`config.mk`:
```
export PLATFORM = sky130hd
export DESIGN_NAME = packets_assembler
export DESIGN_NICKNAME = d
export VERILOG_FILES = /design/src/source/dsi_pkg.sv /design/src/source/ecc_calc.sv /design/src/source/crc_calculator.sv /design/src/source/payload_packer.sv /design/src/source/packet_sequencer.sv /design/src/source/packets_assembler.sv
export SDC_FILE = /design/constraint.sdc
export NUM_CORES = 1
export LEC_CHECK = 0
export ABC_AREA = 1
export BUFFER_PORTS_ARGS = -buffer_cell sky130_fd_sc_hd__buf_2
export CELL_PAD_IN_SITES_DETAIL_PLACEMENT = 2
export CELL_PAD_IN_SITES_GLOBAL_PLACEMENT = 2
export CORE_MARGIN = 2
export CORE_UTILIZATION = 33
export CTS_CLUSTER_SIZE = 12
export DETAILED_ROUTE_END_ITERATION = 10
export PLACE_DENSITY = 0.85
export SLEW_MARGIN = 20
export SYNTH_ARGS = -nofsm -noshare
export SYNTH_HDL_FRONTEND = slang
export SYNTH_SLANG_ARGS = --single-unit
```
`constraint.sdc`:
```
create_clock -name clk_sys -period 4.7 [get_ports clk_sys]
set_clock_uncertainty 0.15 [all_clocks]
set_input_delay 0 -clock clk_sys [delete_from_list [all_inputs] [get_ports clk_sys]]
set_output_delay 0 -clock clk_sys [all_outputs]
set_load 0.01 [all_outputs]
```
`src/source/dsi_pkg.sv`:
```
`default_nettype none

package dsi_pkg;

    typedef logic [7:0]  data_id_t;                 // virtual channel in bits 7..6, data type below
    typedef logic [15:0] word_count_t;              // payload bytes of a long packet
    typedef logic [7:0]  ecc_t;                     // bits 7..6 are always zero
    typedef logic [15:0] crc_t;
    typedef logic [3:0]  strb_t;                    // bit i qualifies byte lane i

    typedef enum logic [1:0] {
        PKT_SHORT,
        PKT_LONG,
        PKT_RESERVED
    } packet_kind_e;

    // content of the next output word
    typedef enum logic [1:0] {
        SRC_HEADER,
        SRC_PAYLOAD,
        SRC_CRC_TAIL
    } lane_source_e;

    typedef enum logic [2:0] {
        ST_IDLE,
        ST_SEND_HEADER,
        ST_FETCH_PAYLOAD,
        ST_SEND_PAYLOAD,
        ST_SEND_CRC_TAIL
    } seq_state_e;

    localparam crc_t CRC_SEED           = 16'hFFFF;
    localparam crc_t CRC_POLY_REFLECTED = 16'h8408;   // x^16 + x^12 + x^5 + 1, lsb first

endpackage

`default_nettype wire

```
`src/source/ecc_calc.sv`:
```
`default_nettype none

module ecc_calc (
    input  wire [23:0]     data,                    // header as held in the fifo word
    output dsi_pkg::ecc_t  ecc_result
);

    // header bits that feed parity bits p0 to p5, in link byte order
    localparam logic [23:0] PARITY_MASK [6] = '{
        24'hF12CB7,
        24'hF2555B,
        24'h749A6D,
        24'hB8E38E,
        24'hDF03F0,
        24'hEFFC00
    };

    logic [23:0] link_bits;

    // the link sends the data id first, then the low and the high word count byte
    assign link_bits = {data[15:0], data[23:16]};

    always_comb
    begin
        ecc_result = '0;                            // the top two bits stay zero
        for (int k = 0; k < 6; k++)
        begin
            ecc_result[k] = ^(link_bits & PARITY_MASK[k]);
        end
    end

endmodule

`default_nettype wire

```
`src/source/crc_calculator.sv`:
```
`default_nettype none

module crc_calculator (
    input  wire            clk_sys,
    input  wire            reset_stop_read_data_hs,
    input  wire            clear,
    input  wire            data_write,
    input  wire [2:0]      bytes_number,            // 0 to 4 valid lanes starting from lane 0
    input  wire [31:0]     data_input,
    output dsi_pkg::crc_t  crc_next,
    output dsi_pkg::crc_t  crc
);
    import dsi_pkg::*;

    // one byte through the reflected ccitt polynomial, lsb first
    function automatic crc_t crc_byte(input crc_t crc_in, input logic [7:0] data_byte);
        crc_t c;
        c = crc_in ^ {8'h00, data_byte};
        for (int b = 0; b < 8; b++)
        begin
            if (c[0])
                c = (c >> 1) ^ CRC_POLY_REFLECTED;
            else
                c = c >> 1;
        end
        return c;
    endfunction

    always_comb
    begin
        crc_t c;
        c = crc;
        for (int i = 0; i < 4; i++)
        begin
            if (i < bytes_number)
                c = crc_byte(c, data_input[8*i +: 8]);
        end
        crc_next = c;                               // includes the word on data_input
    end

    always_ff @(posedge clk_sys)
    begin
        if (reset_stop_read_data_hs || clear)
            crc <= CRC_SEED;
        else if (data_write)
            crc <= crc_next;
    end

endmodule

`default_nettype wire

```
`src/source/payload_packer.sv`:
```
`default_nettype none

module payload_packer (
    input  wire                    clk_sys,
    input  wire                    reset_stop_read_data_hs,
    input  wire                    load_word,
    input  dsi_pkg::lane_source_e  lane_source,
    input  wire [2:0]              payload_bytes,
    input  wire                    crc_high_only,
    input  wire [31:0]             usr_fifo_data,
    input  dsi_pkg::ecc_t          ecc_result,
    input  dsi_pkg::crc_t          crc_next,
    input  dsi_pkg::crc_t          crc,
    output logic [31:0]            iface_write_data,
    output dsi_pkg::strb_t         iface_write_strb
);
    import dsi_pkg::*;

    logic [31:0] next_data;
    strb_t       next_strb;

    always_comb
    begin
        next_data = '0;                             // lanes left unused go out as zero
        next_strb = '0;
        case (lane_source)
            SRC_HEADER:
            begin
                next_data = {ecc_result, usr_fifo_data[15:8], usr_fifo_data[7:0],
                             usr_fifo_data[23:16]};
                next_strb = 4'b1111;
            end
            SRC_PAYLOAD:
            begin
                // a short last word takes as many crc bytes as still fit behind the payload
                for (int i = 0; i < 4; i++)
                begin
                    if (i < payload_bytes)
                        next_data[8*i +: 8] = usr_fifo_data[8*i +: 8];
                    else if (i == payload_bytes)
                        next_data[8*i +: 8] = crc_next[7:0];
                    else if (i == payload_bytes + 1)
                        next_data[8*i +: 8] = crc_next[15:8];
                    next_strb[i] = (i < payload_bytes + 2);
                end
            end
            SRC_CRC_TAIL:
            begin
                if (crc_high_only)
                begin
                    next_data = {24'h000000, crc[15:8]};  // low byte already went out
                    next_strb = 4'b0001;
                end
                else
                begin
                    next_data = {16'h0000, crc};
                    next_strb = 4'b0011;
                end
            end
            default:
                next_data = '0;
        endcase
    end

    always_ff @(posedge clk_sys)
    begin
        if (load_word)
            iface_write_data <= next_data;
    end

    always_ff @(posedge clk_sys)
    begin
        if (reset_stop_read_data_hs)
            iface_write_strb <= '0;
        else if (load_word)
            iface_write_strb <= next_strb;
    end

endmodule

`default_nettype wire

```
`src/source/packet_sequencer.sv`:
```
`default_nettype none

module packet_sequencer (
    input  wire                    clk_sys,
    input  wire                    reset_stop_read_data_hs,
    input  wire [31:0]             usr_fifo_data,
    input  wire                    usr_fifo_empty,
    input  wire                    iface_data_rqst,
    output logic                   usr_fifo_read,
    output logic                   iface_write_rqst,
    output logic                   iface_last_word,
    output logic                   packet_error,
    output dsi_pkg::lane_source_e  lane_source,
    output logic [2:0]             payload_bytes,
    output logic                   crc_high_only,
    output logic                   load_word,
    output logic                   crc_clear,
    output logic                   crc_update
);
    import dsi_pkg::*;

    seq_state_e   state;
    packet_kind_e header_kind;
    word_count_t  header_wc;
    logic [16:0]  bytes_left;                       // payload plus crc bytes still to send
    logic [16:0]  payload_left;
    logic [2:0]   word_bytes;
    logic         header_pop;
    logic         payload_pop;
    logic         tail_load;
    logic         word_accepted;

    function automatic packet_kind_e classify(input data_id_t data_id);
        if (data_id[3:0] == 4'h0 || data_id[3:0] == 4'hF)
            return PKT_RESERVED;
        else if (data_id[3] && (data_id[2:0] != 3'b000))
            return PKT_LONG;
        else
            return PKT_SHORT;
    endfunction

    assign header_kind   = classify(usr_fifo_data[23:16]);
    assign header_wc     = usr_fifo_data[15:0];
    assign payload_left  = (bytes_left > 17'd2) ? bytes_left - 17'd2 : 17'd0;
    assign payload_bytes = (payload_left >= 17'd4) ? 3'd4 : payload_left[2:0];
    assign word_bytes    = (bytes_left >= 17'd4) ? 3'd4 : bytes_left[2:0];
    assign crc_high_only = (bytes_left == 17'd1);  // crc low byte went out with the payload

    assign header_pop    = (state == ST_IDLE) && !usr_fifo_empty;
    assign payload_pop   = (state == ST_FETCH_PAYLOAD) && (bytes_left > 17'd2) && !usr_fifo_empty;
    assign tail_load     = (state == ST_FETCH_PAYLOAD) && (bytes_left <= 17'd2);
    assign word_accepted = iface_write_rqst && iface_data_rqst;

    assign usr_fifo_read = header_pop || payload_pop;
    assign load_word     = (header_pop && header_kind != PKT_RESERVED) || payload_pop || tail_load;
    assign crc_clear     = header_pop;
    assign crc_update    = payload_pop;

    always_comb
    begin
        if (state == ST_IDLE)
            lane_source = SRC_HEADER;
        else if (bytes_left > 17'd2)
            lane_source = SRC_PAYLOAD;
        else
            lane_source = SRC_CRC_TAIL;
    end

    always_ff @(posedge clk_sys)
    begin
        if (reset_stop_read_data_hs)
        begin
            state            <= ST_IDLE;
            iface_write_rqst <= 1'b0;
            iface_last_word  <= 1'b0;
            packet_error     <= 1'b0;
            bytes_left       <= '0;
        end
        else
        begin
            packet_error <= header_pop && (header_kind == PKT_RESERVED);  // header is dropped
            case (state)
                ST_IDLE:
                begin
                    if (header_pop && header_kind != PKT_RESERVED)
                    begin
                        state            <= ST_SEND_HEADER;
                        iface_write_rqst <= 1'b1;
                        iface_last_word  <= (header_kind == PKT_SHORT);
                        bytes_left       <= {1'b0, header_wc} + 17'd2;
                    end
                end
                ST_FETCH_PAYLOAD:
                begin
                    // waits here while the fifo is empty in the middle of a payload
                    if (payload_pop || tail_load)
                    begin
                        state            <= payload_pop ? ST_SEND_PAYLOAD : ST_SEND_CRC_TAIL;
                        iface_write_rqst <= 1'b1;
                        iface_last_word  <= (bytes_left <= 17'd4);
                        bytes_left       <= bytes_left - word_bytes;
                    end
                end
                ST_SEND_HEADER, ST_SEND_PAYLOAD, ST_SEND_CRC_TAIL:
                begin
                    if (word_accepted)                // flags hold until the word is taken
                    begin
                        state            <= iface_last_word ? ST_IDLE : ST_FETCH_PAYLOAD;
                        iface_write_rqst <= 1'b0;
                        iface_last_word  <= 1'b0;
                    end
                end
                default:
                    state <= ST_IDLE;
            endcase
        end
    end

endmodule

`default_nettype wire

```
`src/source/packets_assembler.sv`:
```
`default_nettype none

module packets_assembler (
    input  wire             clk_sys,
    input  wire             reset_stop_read_data_hs,
    input  wire [31:0]      usr_fifo_data,
    input  wire             usr_fifo_empty,
    input  wire             iface_data_rqst,
    output logic            usr_fifo_read,
    output logic [31:0]     iface_write_data,
    output dsi_pkg::strb_t  iface_write_strb,
    output logic            iface_write_rqst,
    output logic            iface_last_word,
    output logic            packet_error
);
    import dsi_pkg::*;

    lane_source_e lane_source;
    logic [2:0]   payload_bytes;
    logic         crc_high_only;
    logic         load_word;
    logic         crc_clear;
    logic         crc_update;
    ecc_t         ecc_result;
    crc_t         crc_next;
    crc_t         crc;

    packet_sequencer u_sequencer (
        .clk_sys                 (clk_sys),
        .reset_stop_read_data_hs (reset_stop_read_data_hs),
        .usr_fifo_data           (usr_fifo_data),
        .usr_fifo_empty          (usr_fifo_empty),
        .iface_data_rqst         (iface_data_rqst),
        .usr_fifo_read           (usr_fifo_read),
        .iface_write_rqst        (iface_write_rqst),
        .iface_last_word         (iface_last_word),
        .packet_error            (packet_error),
        .lane_source             (lane_source),
        .payload_bytes           (payload_bytes),
        .crc_high_only           (crc_high_only),
        .load_word               (load_word),
        .crc_clear               (crc_clear),
        .crc_update              (crc_update)
    );

    ecc_calc u_ecc (
        .data       (usr_fifo_data[23:0]),          // only meaningful while a header is shown
        .ecc_result (ecc_result)
    );

    crc_calculator u_crc (
        .clk_sys                 (clk_sys),
        .reset_stop_read_data_hs (reset_stop_read_data_hs),
        .clear                   (crc_clear),
        .data_write              (crc_update),
        .bytes_number            (payload_bytes),
        .data_input              (usr_fifo_data),
        .crc_next                (crc_next),
        .crc                     (crc)
    );

    payload_packer u_packer (
        .clk_sys                 (clk_sys),
        .reset_stop_read_data_hs (reset_stop_read_data_hs),
        .load_word               (load_word),
        .lane_source             (lane_source),
        .payload_bytes           (payload_bytes),
        .crc_high_only           (crc_high_only),
        .usr_fifo_data           (usr_fifo_data),
        .ecc_result              (ecc_result),
        .crc_next                (crc_next),
        .crc                     (crc),
        .iface_write_data        (iface_write_data),
        .iface_write_strb        (iface_write_strb)
    );

endmodule

`default_nettype wire

```
Yosys cells after proc, flatten, opt, wreduce, memory -nomap -nowiden. Index checks and enable logic that the tools add are counted.

Add/sub/neg operators: 5. Order comparisons: 13. Eq/ne operators: 19. Multiplexer cells: 103. Bitwise logic cells: 36. Reductions and logical operators: 34.

Operators with widths (number): 16-bit two-way mux (65); 24-bit parity (6); 8-bit two-way mux (12); 2-bit NOT with 3-bit output (32); 32-bit case mux with 3 select lines (1); 2-bit by 32-bit == test with 1-bit output, first input constant (2); 1-bit by 32-bit less-than comparator with 1-bit output, first input constant (2); 2-bit by 32-bit less-than comparator with 1-bit output, first input constant (2); 16-bit by 8-bit XOR with 16-bit output (4); 17-bit two-way mux (3); 17-bit by 3-bit >= comparator with 1-bit output, second input constant (2); 17-bit case mux with 2 select lines (1); 1-bit by 32-bit == test with 1-bit output, first input constant (1); 32-bit zero test (1); 3-bit two-way mux (6); 16-bit by 2-bit adder with 17-bit output, second input constant (1); 17-bit by 1-bit == test with 1-bit output, second input constant (1); 17-bit by 2-bit greater-than comparator with 1-bit output, second input constant (1); 17-bit by 2-bit less-or-equal comparator with 1-bit output, second input constant (1); 17-bit by 3-bit less-or-equal comparator with 1-bit output, second input constant (1); 17-bit by 2-bit subtractor with 17-bit output, second input constant (1); 17-bit by 3-bit subtractor with 17-bit output (1); 4-bit case mux with 3 select lines (1); 2-bit two-way mux (5); 28 further kinds (57).

Register bits after elaboration: 75. Bits of input ports: 36. Output and inout port bits: 40. Word-level logic and storage cells: 218.

Depth between registers and ports, before layout.
Word-level depth: 106. Gate-level depth with buffers: 40.

Hierarchy. Synthesis repeated with hierarchy kept, for this count alone.

Cells, all modules: 1578. Area total of the unflattened synthesis: 9031.2 um^2.

By module, submodules not included: crc_calculator (instances 1, cells each 616, area each 3318.2 um^2, sequential area each 320.3 um^2); payload_packer (instances 1, cells each 351, area each 2436.1 um^2, sequential area each 1041.0 um^2); packet_sequencer (instances 1, cells each 382, area each 2245.9 um^2, sequential area each 460.4 um^2); ecc_calc (instances 1, cells each 229, area each 1031.0 um^2, sequential area each 0.0 um^2).

Worst setup path before layout. OpenSTA, ideal clock, no wires.

Path type: reg2reg. Start point: register u_sequencer.bytes_left[1]. End point: register u_packer.iface_write_data[22] (data pin). Data arrival time: 3.523 ns. Data required time: 4.298 ns. Setup slack: 0.775 ns. Cell stages (with the launch flop): 37. Path buffers: 2. Path through: dfxtp_1 inv_1 ha_1 nand2_2 nor2_2 nand2_2 nand2_1 nand2_2 buf_6 nand3_1 nand2_1 nor2_1 nand2_1 nor2_4 nand3_4 buf_6 nand2_2 nand2_2 nand2_1 nand2_1 nand2_1 nand2_1 nand2_1 nand3_2 nand3_1 nand2_1 or2_1 nand3_2 nand2_2 xnor2_2 inv_1 nand2_2 nand3_1 nand3_1 nand2_1 nand2_1 nand2_1.

Longest elaborated chain between the ends: 64.

Ends and longest elaborated chain: start, declared (RTL line packet_sequencer.sv:25) `logic [16:0] bytes_left;`; start signal, assigned (RTL line packet_sequencer.sv:90) `bytes_left <= {1'b0, header_wc} + 17'd2;`; start signal, assigned (RTL line packet_sequencer.sv:101) `bytes_left <= bytes_left - word_bytes;`; 17-bit by 2-bit subtractor with 17-bit output or 17-bit by 2-bit greater-than comparator with 1-bit output (tied branches) (RTL line packet_sequencer.sv:44, packet_sequencer.sv:63); 17-bit two-way mux (RTL line packet_sequencer.sv:44) `assign payload_left = (bytes_left > 17'd2) ? bytes_left - 17'd2 : 17'd0;`; 17-bit by 3-bit >= comparator with 1-bit output (RTL line packet_sequencer.sv:45) `assign payload_bytes = (payload_left >= 17'd4) ? 3'd4 : payload_left[2:0];`; 3-bit two-way mux (RTL line packet_sequencer.sv:45); 1-bit by 3-bit less-than comparator with 1-bit output (RTL line crc_calculator.sv:35) `if (i < bytes_number)`; 16-bit two-way mux (RTL line crc_calculator.sv:35); 16-bit by 8-bit XOR with 16-bit output (RTL line crc_calculator.sv:18) `c = crc_in ^ {8'h00, data_byte};`; 16-bit two-way mux or 2-bit NOT with 3-bit output (tied branches); (+49 left out); 16-bit two-way mux (RTL line crc_calculator.sv:35); 16-bit two-way mux (RTL line crc_calculator.sv:21) `if (c[0])`; 16-bit two-way mux (RTL line crc_calculator.sv:35); 8-bit two-way mux (RTL line payload_packer.sv:42) `else if (i == payload_bytes + 1)`; 8-bit two-way mux (RTL line payload_packer.sv:40) `else if (i == payload_bytes)`; 8-bit two-way mux (RTL line payload_packer.sv:38) `if (i < payload_bytes)`; 32-bit case mux with 3 select lines * (RTL line payload_packer.sv:26) `case (lane_source)`; via u_packer.next_data[22] (RTL line payload_packer.sv:19) `logic [31:0] next_data;`; end signal, assigned (RTL line payload_packer.sv:68) `iface_write_data <= next_data;`; end, declared (RTL line payload_packer.sv:14) `output logic [31:0] iface_write_data,`.

The timed path passes the listed nets; every way through them passes the cells marked *. The select of a mux whose other input is x is not followed. A chain may end at the register's enable or synchronous reset.

Worst setup path after layout.
Start point: register u_sequencer.bytes_left[9]. End point: register u_packer.iface_write_data[11] (data pin).

Longest elaborated chain between the ends: 64.

Ends and longest elaborated chain (RTL line): 17-bit by 2-bit subtractor with 17-bit output or 17-bit by 2-bit greater-than comparator with 1-bit output (tied branches) (packet_sequencer.sv:44, packet_sequencer.sv:63); 17-bit two-way mux (packet_sequencer.sv:44); 17-bit by 3-bit >= comparator with 1-bit output (packet_sequencer.sv:45); 3-bit two-way mux (packet_sequencer.sv:45); 1-bit by 3-bit less-than comparator with 1-bit output (crc_calculator.sv:35); 16-bit two-way mux (crc_calculator.sv:35); 16-bit by 8-bit XOR with 16-bit output (crc_calculator.sv:18); 2-bit NOT with 3-bit output (no source line); (+49 left out); 16-bit two-way mux (crc_calculator.sv:35); 2-bit NOT with 3-bit output (no source line); 16-bit two-way mux (crc_calculator.sv:21); 16-bit two-way mux (crc_calculator.sv:35); 8-bit two-way mux (payload_packer.sv:40); 8-bit two-way mux (payload_packer.sv:38); 32-bit case mux with 3 select lines * (payload_packer.sv:26); via u_packer.next_data[11] (payload_packer.sv:19).

Marks and branches as above.

==> results.md <==
* Outcome: finished with violations
* Failing checks: setup timing
* Final setup fails at 41
* Leakage at 5.827 nW
* Critical Path End Type: register
* Routed Antenna Nets at 0
* CTS H-tree depth at 3
* Critical Path AT at 5480 ps
* Most frequent CP cell: nand2_1
* Unrepaired setup endpoints after global routing: true
* DR iter-0 viols at 2,019
* Die W at 164.5 um
* DR DRC count at 0
* Max Buffers Root-to-Sink at 2
* Final period util at 118.3%
* Drt total wl at 73.81 mm
* Clock Power Share at 12.8%
* Max_slew headroom at 17.93%
* CP required at 4620 ps
* Startpoint type of the worst setup path: register
* Vias in the first global route at 12,838
* Initial antenna violation count at 11
* Max stage delay on crit path at 460 ps
* Routed vias at 13,195
* Clock root buffer: clkbuf_16
* Placed Area at 10,030 um^2
* CTS tree: done
* Post-synth top cells: nand2_1, nand3_1, inv_1
* Most used DFF post-synth: dfxtp_1
* Routed WL per cell at 38.23 um
* Port buffer count at 75
* Clk slew on worst S/H paths at 80 ps
* CP max-delay cell: dfxtp_4
* Die footprint at 27,050 um^2
* Net Sw Power at 3.830 mW
* DP Wirelength at 39.14 mm
* Final Slew Violations at 0
* Fin nets at 1,640
* I/O pin cnt at 76
* Synth-to-Final Area Change at 46.19%
* Power Internal at 2.760 mW
* Final instance area at 12,420 um^2
* Total power at 6.590 mW
* Vias per cell at 6.833
* Worst-case vdd ir drop at 0.0003756 V
* Max Clock Freq at 179.9 MHz
* Clock Latency Late Sink at 400 ps
* PnR worst setup slack at -858.5 ps
* Post-Syn Instances at 1,363
* Max-Cap Viols at 0
* Mapped Area at 8497 um^2
* Row cnt at 58
* Avg Cell Area, Syn at 6.234 um^2
* Share of Yosys cell area claimed by the top area cell type at 16.21%
* Worst-Margin Slew at 1231 ps
* 1st-pass router iterations at 6
* Global-route wire length before repair at 83.92 mm
* Post-synth net total at 1,414
* Initial Util at 33.65%
* Core footprint at 25,250 um^2
* Crit path max fanout at 8
* Sequential fraction of the synthesis area at 21.44%
* Final Hold Fails at 0
* Crit path time final at 5559 ps
* CTS buffer count at 9
* Clock sink total at 75
* Overall global routing resource usage at 42.40%
* Chip height at 164.5 um
* Distinct cell type count after synthesis at 55
* Cell with the most instances after synthesis: nand2_1
* Area contributors post-synth: nand2_1, edfxtp_1, dfxtp_1
* EDFF count, synth at 32
* Routability-driven placement congestion ratio at 0.9911
* Yosys reg bits at 75
* Sw Ratio at 58.12%
* Layout cell share with drive strength beyond 1 at 39.21%
* Grt total ovfl at 0
* Sequential fraction of design power at 14.9%
* Synth async-reset ratio at 0%
* HP Class: primary input to register
* TNS Setup at -22,890 ps
* Power Dens Cells at 530.5 nW/um^2
* Setup Crit Path Kind: register to register
* Logic pwr share at 72.4%
* Syn. warnings at 0
* Largest net degree at the start of global routing at 42
* Area leader, netlist: nand2_1
flip-flops by register name, summed over array words and instances (netlist names):
register,flops
u_sequencer.iface_write_rqst,1
u_sequencer.iface_last_word,1
u_sequencer.state,3
u_sequencer.packet_error,1
u_packer.iface_write_data,32
u_packer.iface_write_strb,4
u_sequencer.bytes_left,17
u_crc.crc,16
cell type report:
| type | count | area (um^2) |
|---|---|---|
| repair buffers | 265 | 1901 |
| inverters | 166 | 638.1 |
| clock buffers | 9 | 225.2 |
| flip-flops and latches | 75 | 1861 |
| multi-input cells | 1072 | 7273 |
| clock inverters | 7 | 93.84 |
| well taps | 330 | 412.9 |
| diodes | 7 | 17.52 |
| fillers | 2909 | 12830 |
cell families (layout without fill, tap and decap cells):
group           count (synthesis)  after routing  synth area share, %
simple gates                  741            741                41.07
mux                             1              1               0.1178
flops                          75             75                21.44
buf+inv                       216            447                10.23
compound gates                229            229                15.95
other cells                     1              8              0.04413
fa+ha+maj                      15             15                2.209
xor+xnor                       85             85                8.938
timing repair:
item | CTS | global route
setup endpoints to repair | 39 | 41
hold buffers | 7 | 0
pin swaps | 15 | 104
setup buffers | 14 | 39
gates resized for setup | 62 | 342
endpoints found under the hold margin | 14 | 0
cell usage in the layout, fill, tap and decap left out, types with 6 or more instances in the layout:
| cell | instances |
|---|---|
| a21oi_1 | 58 |
| a221oi_1 | 7 |
| a31oi_1 | 7 |
| buf_2 | 75 |
| buf_4 | 170 |
| buf_6 | 7 |
| clkbuf_16 | 9 |
| dfxtp_1 | 28 |
| dfxtp_2 | 7 |
| dfxtp_4 | 8 |
| diode_2 | 7 |
| dlygate4sd3_1 | 7 |
| edfxtp_1 | 32 |
| ha_1 | 13 |
| inv_1 | 139 |
| inv_2 | 22 |
| nand2_1 | 265 |
| nand2_2 | 86 |
| nand2_4 | 61 |
| nand3_1 | 99 |
| nand3_2 | 43 |
| nand3_4 | 31 |
| nand4_1 | 38 |
| nor2_1 | 60 |
| nor2_2 | 11 |
| nor2_4 | 19 |
| nor3_1 | 11 |
| o211ai_1 | 17 |
| o21ai_0 | 63 |
| o21ai_1 | 15 |
| o21ai_2 | 20 |
| o21ai_4 | 7 |
| o221ai_1 | 11 |
| xnor2_1 | 38 |
| xor2_1 | 39 |
| xor2_2 | 6 |
path summary, 6_finish.rpt:
path                                                 from                             to  slack (ps)  depth (start not counted)
worst max-delay path            u_sequencer.bytes_left[9]  u_packer.iface_write_data[11]        -860                         32
worst min-delay path                      iface_data_rqst           u_sequencer.state[1]          50                          7
worst min register to register       u_sequencer.state[1]           u_sequencer.state[1]         350                          2
worst max register to register  u_sequencer.bytes_left[9]  u_packer.iface_write_data[11]        -860                         32
power by group through the flow:
stage          clock (mW)  combinational (mW)  sequential, mW
2_1_floorplan           0                1.75           0.932
6_report            0.841                4.77           0.981
4_1_cts             0.797                3.26           0.927
5_1_grt             0.851                4.82           0.983
3_3_place_gp            0                2.93           0.920
3_5_place_dp            0                3.08           0.929
metrics by stage:
step	hold WS, ps	utilization [%]	instances	setup slack, ps
final	46.58	49.19	1931	-858.5
after floorplan	5.047	-	1363	775.2
after global placement	258.4	39.70	1848	-178.1
after detailed placement	254.3	39.70	1848	-333.1
after CTS	18.77	42.50	1885	7.852
after global routing	76.72	49.12	1924	-846.2
worst max-delay path: cells and delay by family (launching register included):
family	cells	cell delay [ps]
AO/OA/AOI/OAI	1	240
buffers and inverters	4	590
flip-flops	1	460
AND/OR/NAND/NOR	27	3780
routing by layer:
metal | global-route usage, % | up-vias | wire length, um
met1 | 50.00 | 6457 | 27350
met3 | 14.49 | 482 | 8853
met5 | 0 | - | 133
met2 | 67.93 | 1238 | 31210
li1 | - | 5006 | -
met4 | 22.57 | 12 | 6270
Note: power is estimated with default switching activity, not from simulation.
